`src/rtl/tick_timer_pkg.sv`:
```
// Tick timer package with channel count, widths and load-word layout
package tick_timer_pkg;

    // Number of independent timer channels
    localparam int num_timers = 4;

    // Period and counter width
    localparam int period_w = 16;

    // Channel index width, enough to name every channel
    localparam int chan_w = 2;

    // Target word layout
    //   [load_w-1:period_w]  channel index
    //   [period_w-1:0]       period in clk_fast cycles
    localparam int load_w = chan_w + period_w;

    // Period or running count
    typedef logic [period_w-1:0] period_t;

    // Channel number as carried on the event stream
    typedef logic [chan_w-1:0] chan_t;

endpackage

```
`src/rtl/target_loader.sv`:
```
// Target loader that turns stream words into a per-channel load strobe and period
`timescale 1ns/1ps

module target_loader (
    input  logic                                clk_fast,
    input  logic                                reset_n,
    input  logic [tick_timer_pkg::load_w-1:0]   s_axis_tdata,
    input  logic                                s_axis_tvalid,
    output logic                                s_axis_tready,
    output logic [tick_timer_pkg::num_timers-1:0] load,
    output tick_timer_pkg::period_t             period
);
    import tick_timer_pkg::*;

    logic [chan_w-1:0]     index;
    logic [num_timers-1:0] load_d;

    // Every channel can take a new period on any cycle
    assign s_axis_tready = 1'b1;

    assign index = s_axis_tdata[load_w-1:period_w];

    // One-hot decode of the channel index
    always_comb begin
        load_d = '0;
        if (s_axis_tvalid) begin
            load_d[index] = 1'b1;
        end
    end

    // Load strobe, one cycle after the accepted word
    always_ff @(posedge clk_fast or negedge reset_n) begin
        if (!reset_n) begin
            load <= '0;
        end else begin
            load <= load_d;
        end
    end

    // Period bus travels alongside the strobe
    always_ff @(posedge clk_fast) begin
        if (s_axis_tvalid) begin
            period <= s_axis_tdata[period_w-1:0];
        end
    end

endmodule

```
`config.mk`:
```
export PLATFORM = sky130hd
export DESIGN_NAME = target_loader
export DESIGN_NICKNAME = d
export VERILOG_FILES = /design/src/rtl/tick_timer_pkg.sv /design/src/rtl/target_loader.sv
export SDC_FILE = /design/constraint.sdc
export NUM_CORES = 1
export LEC_CHECK = 0
export BUFFER_PORTS_ARGS = -buffer_cell sky130_fd_sc_hd__buf_2
export CAP_MARGIN = 20
export CORE_AREA = 2 2 46 48
export DETAILED_ROUTE_END_ITERATION = 8
export DIE_AREA = 0 0 48 50
export PLACE_DENSITY = 0.8
export SLEW_MARGIN = 10
export SYNTH_ARGS = -nofsm -noshare
export SYNTH_HDL_FRONTEND = slang
export SYNTH_SLANG_ARGS = --single-unit
```
`constraint.sdc`:
```
create_clock -name clk_fast -period 0.8 [get_ports clk_fast]
set_input_delay 0.04 -clock clk_fast [delete_from_list [all_inputs] [get_ports clk_fast]]
set_output_delay 0.04 -clock clk_fast [all_outputs]
set_load 0.005 [all_outputs]
```
==> metrics.md, run 1 <==
| Metric | Value |
|---|---|
| Outcome | finished with violations |
| Failing checks | setup timing |
| Cell accounting for the most synthesized area | edfxtp_1 |
| Crit-path slowest cell | edfxtp_1 |
| Delay-heaviest family, CP | flip-flops |
| Power per standard cell area | 2010 nW/um^2 |
| Post-Synthesis Cells | 26 |
| Synth cell types | 7 |
| Largest net degree at the start of global routing | 14 |
| Cts bufs inserted | 3 |
| Peak supply drop | 1490 uV |
| Vias in the first global route | 469 |
| NumNets Final | 112 |
| Clock transition at path regs | 0.10 ns |
| Final Non-Filler Cells | 117 |
| Final period utilization | 108% |
| Die area | 2400 um^2 |
| Post-synth EDFFs | 16 |
| Antenna viol nets, final | 0 |
| Area growth, synth to finish | 78.9% |
| Pleak | 0.000520 uW |
| CP peak stage delay | 0.39 ns |
| Post_cts resized | 0 |
| CP arrival | 0.82 ns |
| Yosys top cell area share | 76.3% |
| Drt first pass iters | 2 |
| Fmax | 1160 MHz |
| # diodes | 0 |
| Synth top area cells | edfxtp_1, dfrtp_1, and3b_1, nor3b_2, and3_2 |
| Final hold violation count | 0 |
| Net Count, Synth | 47 |
| CP cell instances | buf_2 |
| GRT Residual Overflow | 0 |
| Drt wl/cell | 11.4 um |
| PnR worst setup slack | -0.0647 ns |
| Post-layout minimum cycle time | 0.865 ns |
| Critical path fanouts, max | 1 |
| Synth Register Bits | 20 |
| Final core occ | 59.2% |
| Placed instance count | 94 |
| Sequential area share after synthesis | 92.2% |
| Placeable Area | 1900 um^2 |
| Gpl congestion | 0.670 |
| Async SR Flop Fraction | 20.0% |
| First-pass GRT wire length | 2070 um |
| IO Pins | 42 |
| Post-CTS Setup Bufs | 0 |
| H-tree depth | 1 |
| Via density | 3.97 |
| Top_reg_cell synth | edfxtp_1 |
| Top-count cell post-synth | edfxtp_1 |
| CP Data Required Time | 0.76 ns |
| Finish-stage setup viols | 20 |
| CTS tree | yes |
| Clock Sinks | 20 |
| Critical Path End Type | output port |
| # Max-Cap Violations | 0 |
| Port buffer count | 40 |
| Synth warnings | 0 |
| Critical setup path kind | flop to output port |
| Crit path buffers/inverters | 1 |
| RSZ-0062 raised after global routing | true |
| Hold slack final | 0.0833 ns |
| Cell area after synthesis | 629 um^2 |
| Worst-case clock buffer depth | 2 |
| Top cells by count, synth | edfxtp_1, dfrtp_1, and3b_1 |
| Worst hold path type | primary input to asynchronous set/reset pin |
| Max Slew Vio Count | 0 |
| Synth Area per Inst | 24.2 um^2 |
| Row count | 16 |
| Startpoint types | flop |
| Vias | 465 |
| GRT Overall Usage | 12.8% |
| Layout cells sized above 1 | 53.3% |
| Die height | 50 um |
| Initial core utilization | 33.1% |
| Drt drc | 0 |
| Die Wd | 48 um |
| Clock root cell | clkbuf_4 |
| First DRT Iteration DRCs | 1 |
| Final WL | 1330 um |
| Initial antenna violation count | 0 |
==> sequential cells by signal (all words and copies together) (netlist names) <==
name    flops
load        4
period     16
==> cell type report <==
cell class,instances,area (um^2)
fillers,143,776
multi-input cells,5,41.3
clock inverters,1,30.0
clock buffers,3,22.5
flip-flops and latches,20,581
repair buffers,61,418
well taps,27,33.8
==> report_power, final <==
| part | internal (uW) | leakage, uW | switching, uW |
|---|---|---|---|
| Clock | 506 | 0.0000279 | 286 |
| Combinational | 159 | 0.000282 | 91.7 |
| Sequential | 1200 | 0.000210 | 14.5 |
==> path summary, 6_finish.rpt <==
path                                      start              endpoint  slack (ns)  cells past startpoint
min                                     reset_n     load[0]$_DFF_PN0_        0.08                      2
max                        period[10]$_DFFE_PP_            period[10]       -0.06                      1
min in group clk_fast             s_axis_tvalid  period[11]$_DFFE_PP_        0.11                      2
max in group asynchronous               reset_n     load[3]$_DFF_PN0_        0.60                      2
==> timing repair <==
action	4_1_cts	5_1_grt
pin swaps	0	0
setup endpoints to repair	20	20
hold buffers	19	0
endpoints found under the hold margin	21	0
cloned	0	0
==> per-layer routing <==
metal / vias up / share of wire [%] / global-route usage [%]
li1: 223 / - / -
met1: 216 / 28 / 11.8
met2: 24 / 60 / 23.6
met3: 2 / 11 / 5.49
met4: 0 / 1.4 / 4.05
met5: - / 0 / 0
==> cells in the final DEF, fill, tap and decap left out <==
cell,count
buf_4,1
and3b_1,2
bufinv_16,1
buf_2,40
edfxtp_1,16
conb_1,1
and3_2,1
dfrtp_1,4
clkbuf_4,3
buf_12,1
nor3b_2,1
dlygate4sd3_1,19
==> per-stage QoR <==
step	setup TNS (ns)	cell area, um^2	power [uW]	setup WS, ns
2_1_floorplan	0	629	1270	0.405
3_3_place_gp	0	883	1410	0.186
3_5_place_dp	0	883	1420	0.178
4_1_cts	-0.938	1130	2280	-0.0918
5_1_grt	-1.70	1130	2370	-0.108
6_report	-0.647	1130	2260	-0.0647
==> kinds of logic after synthesis <==
group                  count (synthesis)  synth area share [%]
buffers and inverters                  1                  1.19
and+or+nand+nor                        4                  5.96
DFF                                   20                  92.2
other                                  1                 0.596
(Power assumes the default switching activity.)
==> run 2: changes to the inputs <==
Settings changed: CORE_AREA 2 2 46 48 to 2 2 44 46, DIE_AREA 0 0 48 50 to 0 0 46 48, PLACE_DENSITY 0.8 to 0.82, SLEW_MARGIN 10 to not set.
Clock period 0.8 ns to 0.85 ns, I/O delays scaled along.
==> run 2 against run 1 <==
Utilization up 3.5 points. Setup slack better by 0.053 ns. The run still ends with setup timing left. Critical path depth unchanged. Combinational power decreased by 12%. Non-clock buffer count decreased by 2. Largest power group unchanged. Global-route usage up 0.49 points. Die area shrank 8.0%. Clock power decreased by 45%. Wire length rose by 3.0%. Cell count down 10%.
==> metrics.md, run 2 (synthesized netlist as in run 1, its figures left out) <==
| Metric | Value |
|---|---|
| Switch share | 19.4% (+2.1 points) |
| GRT Overall Usage | 13.3% (+0.49 points) |
| Post_cts resized | 0 (unchanged) |
| CP peak stage delay | 0.39 ns (about the same) |
| CP cell instances | buf_2 |
| Post-CTS Setup Bufs | 0 (unchanged) |
| Placed instance count | 82 (-13%) |
| Row count | 15 (-1) |
| Clock transition at path regs | 0.10 ns (about the same) |
| Final Non-Filler Cells | 105 (-10%) |
| RSZ-0062 raised after global routing | true |
| Clock root cell | clkbuf_4 |
| Power per standard cell area | 1700 nW/um^2 (-15%) |
| Biggest regs | period: 16 flops, load: 4 flops |
| First DRT Iteration DRCs | 2 (+1) |
| Placeable Area | 1690 um^2 (-11%) |
| Sequential share of power | 63.8% (+9.9 points) |
| Layout cells sized above 1 | 51.1% (-2.2 points) |
| Delay-heaviest family, CP | flip-flops |
| Critical Path End Type | output port |
| Drt drc | 0 (unchanged) |
| Worst-case clock buffer depth | 2 (unchanged) |
| CTS tree | yes |
| Pleak | 0.000493 uW (-5.2%) |
| Max reg flops | 16 (unchanged) |
| Max Slew Vio Count | 0 (unchanged) |
| Drt first pass iters | 4 (+2) |
| Vias | 461 (-0.86%) |
| First-pass GRT wire length | 1890 um (-8.7%) |
| Post-DP HPWL | 852 um |
| Clock Sinks | 20 (unchanged) |
| # Max-Cap Violations | 0 (unchanged) |
| Fmax | 1160 MHz |
| Post-layout minimum cycle time | 0.861 ns |
| Crit path buffers/inverters | 1 (unchanged) |
| Most common cell after layout, fill and taps aside | buf_2 |
| GRT Residual Overflow | 0 (unchanged) |
| Gpl congestion | 0.633 (-5.6%) |
| PnR worst setup slack | -0.0114 ns (+0.0532 ns) |
| Worst hold path type | primary input to asynchronous set/reset pin |
| Antenna viol nets, final | 0 (unchanged) |
| Critical setup path kind | flop to output port |
| H-tree depth | 1 (unchanged) |
| Crit path depth | 1 (unchanged) |
| Die Wd | 46 um (-4.2%) |
| Area growth, synth to finish | 68.4% |
| Failing checks | setup timing |
| Initial antenna violation count | 0 (unchanged) |
| Drt wl/cell | 13.1 um (+15%) |
| Reg with most FFs | period |
| # diodes | 0 (unchanged) |
| Outcome | finished with violations |
| P_sw | 350 uW (-11%) |
| Via density | 4.39 (+10%) |
| Vias in the first global route | 480 (+2.3%) |
| Final hold violation count | 0 (unchanged) |
| Largest net degree at the start of global routing | 21 (+7) |
| Die height | 48 um (-4.0%) |
| Finish-stage setup viols | 1 (-95%) |
| CP arrival | 0.82 ns (about the same) |
| Critical path fanouts, max | 1 (unchanged) |
| Startpoint types | flop |
| Pint | 1450 uW (-22%) |
| Peak supply drop | 989 uV (-34%) |
| IO Pins | 42 (unchanged) |
| CP Data Required Time | 0.81 ns (+0.05 ns) |
| Port buffer count | 40 (unchanged) |
| Cts bufs inserted | 3 (unchanged) |
| NumNets Final | 110 (-1.8%) |
| Final WL | 1370 um (+3.0%) |
| Placement Cell Area | 843 um^2 (-4.5%) |
| Die area | 2210 um^2 (-8.0%) |
| Initial core utilization | 37.3% (+4.2 points) |
| Final period utilization | 101% |
| Crit-path slowest cell | edfxtp_1 |
| Clock Power Share | 24.0% (-11 points) |
| Post-Layout Inst Area | 1060 um^2 (-5.9%) |
| Most frequent cells in the layout | buf_2, dlygate4sd3_1, edfxtp_1 |
| Combinational power share | 12.3% (+1.2 points) |
## run 2: worst max path at each step
stage,startpoint,end
CTS,period[13]$_DFFE_PP_,period[13]
detailed placement,s_axis_tvalid,period[10]$_DFFE_PP_
finish,period[4]$_DFFE_PP_,period[4]
floorplan,period[0]$_DFFE_PP_,period[0]
global placement,s_axis_tvalid,period[7]$_DFFE_PP_
global route,period[13]$_DFFE_PP_,period[13]
## run 2: routing by layer
metal	vias up	GRT usage, %	share of wire, %
met4	0	8.57	0
li1	219	-	-
met5	-	0	0
met2	39	24.2	50
met1	203	12.6	41
met3	0	4.91	9.7
## run 2: cell type report
type	instances	area, um^2
Tap cell	17	21.3
Fill cell	127	629
Timing Repair Buffer	59	390
Sequential cell	20	581
Multi-Input combinational cell	5	41.3
Clock buffer	4	26.3
## run 2: through the flow
step	TNS, ns	utilization (%)	worst slack, ns	hold WS (ns)	power (uW)
5_1_grt	-0.577	62.7	-0.0446	0.0763	1890
3_5_place_dp	0	49.9	0.120	-0.148	1320
3_3_place_gp	0	49.9	0.148	-0.152	1320
6_report	-0.0114	62.7	-0.0114	0.0960	1800
4_1_cts	-0.0473	62.7	-0.0175	0.0694	1820
2_1_floorplan	0	-	0.452	-0.253	1200
## run 2: power by group through the flow
stage | logic (uW) | registers (uW) | clock network [uW]
finish | 221 | 1150 | 432
CTS | 219 | 1150 | 450
detailed placement | 153 | 1170 | 0
global route | 244 | 1150 | 496
global placement | 148 | 1170 | 0
floorplan | 11.7 | 1180 | 0
## run 2: repair_timing
action | in CTS | in global routing
pin swaps | 0 | 0
hold endpoints to repair | 21 | 0
endpoints found under the setup margin | 5 | 20
hold buffers | 19 | 0
==> run 3: changes to the inputs <==
Settings changed: BUFFER_PORTS_ARGS -buffer_cell sky130_fd_sc_hd__buf_2 to not set, CORE_AREA 2 2 44 46 to 2 2 44 42, DIE_AREA 0 0 46 48 to 0 0 46 44, DONT_BUFFER_PORTS set to 1, PLACE_DENSITY 0.82 to 0.66.
==> run 3 against run 2 <==
The run ends with hold timing left. Non-clock buffer count fell by 40. Via count fell by 35%. Combinational power fell by 62%. Cell count fell by 39%. First-iteration DRC count fell by 50%. Fmax rose by 16%. Largest cell class unchanged. Highest routed layer is now met4.
==> metrics.md, run 3 (synthesized netlist as in run 1, its figures left out) <==
| Metric | Value |
|---|---|
| Outcome | finished with violations |
| Failing checks | hold timing |
| Die area | 2020 um^2 (-8.3%) |
| GRT Overall Usage | 10.9% (-2.4 points) |
| Biggest regs | period: 16 flops, load: 4 flops |
| Peak supply drop | 954 uV (-3.5%) |
| Placeable Area | 1580 um^2 (-6.7%) |
| Switch share | 18.2% (-1.2 points) |
| Clock root cell | clkbuf_4 |
| Post_cts resized | 0 (unchanged) |
| Row count | 14 (-1) |
| PnR worst setup slack | 0.105 ns (+0.116 ns) |
| Power per standard cell area | 1970 nW/um^2 (+16%) |
| Hold slack final | -0.140 ns (-0.236 ns) |
| Sequential share of power | 69.2% (+5.4 points) |
| Final period utilization | 87.7% (-14 points) |
| # Max-Cap Violations | 0 (unchanged) |
| Die Wd | 46 um (unchanged) |
| Dpl ws | 0.416 ns (+0.296 ns) |
| Worst-case clock buffer depth | 2 (unchanged) |
| Port buffer count | 0 (-100%) |
| Post-CTS Setup Bufs | 0 (unchanged) |
| NumNets Final | 70 (-36%) |
| RSZ-0062 raised after global routing | false |
| Final hold violation count | 20 (+20) |
| Vias in the first global route | 303 (-37%) |
| IO Pins | 42 (unchanged) |
| Reg with most FFs | period |
| Clock Sinks | 20 (unchanged) |
| Most frequent cells in the layout | dlygate4sd3_1, edfxtp_1, dfrtp_1 |
| Via density | 4.66 (+6.1%) |
| Gpl congestion | 0.564 (-11%) |
| Critical setup path kind | flop to output port |
| Layout cells sized above 1 | 10.4% (-41 points) |
| Antenna viol nets, final | 0 (unchanged) |
| Pleak | 0.000330 uW (-33%) |
| Max reg flops | 16 (unchanged) |
| Drt first pass iters | 2 (-2) |
| Fin Setup TNS | 0 ns (+0.0114 ns) |
| Max Slew Vio Count | 0 (unchanged) |
| Area growth, synth to finish | 36.4% |
| CP Data Required Time | 0.81 ns (about the same) |
| Post-layout minimum cycle time | 0.745 ns (-0.116 ns) |
| Combinational power share | 5.0% (-7.3 points) |
| Worst hold path type | primary input to flop |
| CP arrival | 0.70 ns (-0.12 ns) |
| Finish-stage setup viols | 0 (-1) |
| Hold wc startpoint | s_axis_tvalid |
| Post-CTS Hold Fix Bufs | 19 (unchanged) |
| First DRT Iteration DRCs | 1 (-1) |
| Most common cell after layout, fill and taps aside | dlygate4sd3_1 |
| Fmax | 1340 MHz (+16%) |
| Vias | 298 (-35%) |
| Pint | 1380 uW (-4.8%) |
| Initial antenna violation count | 0 (unchanged) |
| Clock transition at path regs | 0.10 ns (about the same) |
| Critical path fanouts, max | 1 (unchanged) |
| Drt drc | 0 (unchanged) |
| Largest net degree at the start of global routing | 21 (unchanged) |
| Initial core utilization | 39.9% (+2.7 points) |
| Clock Power Share | 25.8% (+1.8 points) |
| # diodes | 0 (unchanged) |
| GRT Residual Overflow | 0 (unchanged) |
| P_sw | 308 uW (-12%) |
| Startpoint types | flop |
| Cts bufs inserted | 3 (unchanged) |
| Final WL | 1000 um (-27%) |
| H-tree depth | 1 (unchanged) |
| Hold path cells | 0 |
| Worst Hold End | period[8]$_DFFE_PP_ |
| Die height | 44 um (-8.3%) |
| Drt wl/cell | 15.7 um (+20%) |
| First-pass GRT wire length | 1400 um (-26%) |
| CTS tree | yes |
| Critical Path End Type | output port |
-- run 3: cell count changes in the layout (fill, tap and decap cells not counted), sizes merged --
cell	previous run	this run
buf	40	0
-- run 3: layout make-up --
cell class | instances | area (um^2)
flip-flops and latches | 20 | 581
repair buffers | 19 | 190
well taps | 16 | 20.0
multi-input cells | 5 | 41.3
fillers | 131 | 718
clock buffers | 4 | 26.3
-- run 3: per-stage QoR --
stage	total power [uW]	utilization [%]	cell area, um^2	std cells
2_1_floorplan	1200	-	629	26
3_3_place_gp	1200	40.7	642	41
3_5_place_dp	1200	40.7	642	41
4_1_cts	1700	54.4	858	64
5_1_grt	1770	54.4	858	64
6_report	1690	54.4	858	64
-- run 3: power by group through the flow --
stage	combinational, uW	clock, uW	sequential [uW]
6_report	84.4	436	1170
5_1_grt	92.7	492	1180
4_1_cts	84.4	447	1170
3_5_place_dp	8.77	0	1190
3_3_place_gp	8.56	0	1190
2_1_floorplan	11.7	0	1180
-- run 3: layer usage --
metal | track usage [%] | part of all wire [%] | vias to the layer above
met3 | 4.58 | 7.6 | 2
met5 | 0 | 0 | -
met2 | 18.1 | 60 | 18
li1 | - | - | 139
met4 | 8.57 | 0.80 | 0
met1 | 10.2 | 32 | 139
-- run 3: worst max path at each step --
stage / to / depth (start not counted) / startpoint
6_report: period[8] / 0 / period[8]$_DFFE_PP_
5_1_grt: period[8] / 0 / period[8]$_DFFE_PP_
4_1_cts: period[14] / 0 / period[14]$_DFFE_PP_
3_5_place_dp: period[14] / 0 / period[14]$_DFFE_PP_
3_3_place_gp: period[2] / 0 / period[2]$_DFFE_PP_
2_1_floorplan: period[0] / 0 / period[0]$_DFFE_PP_
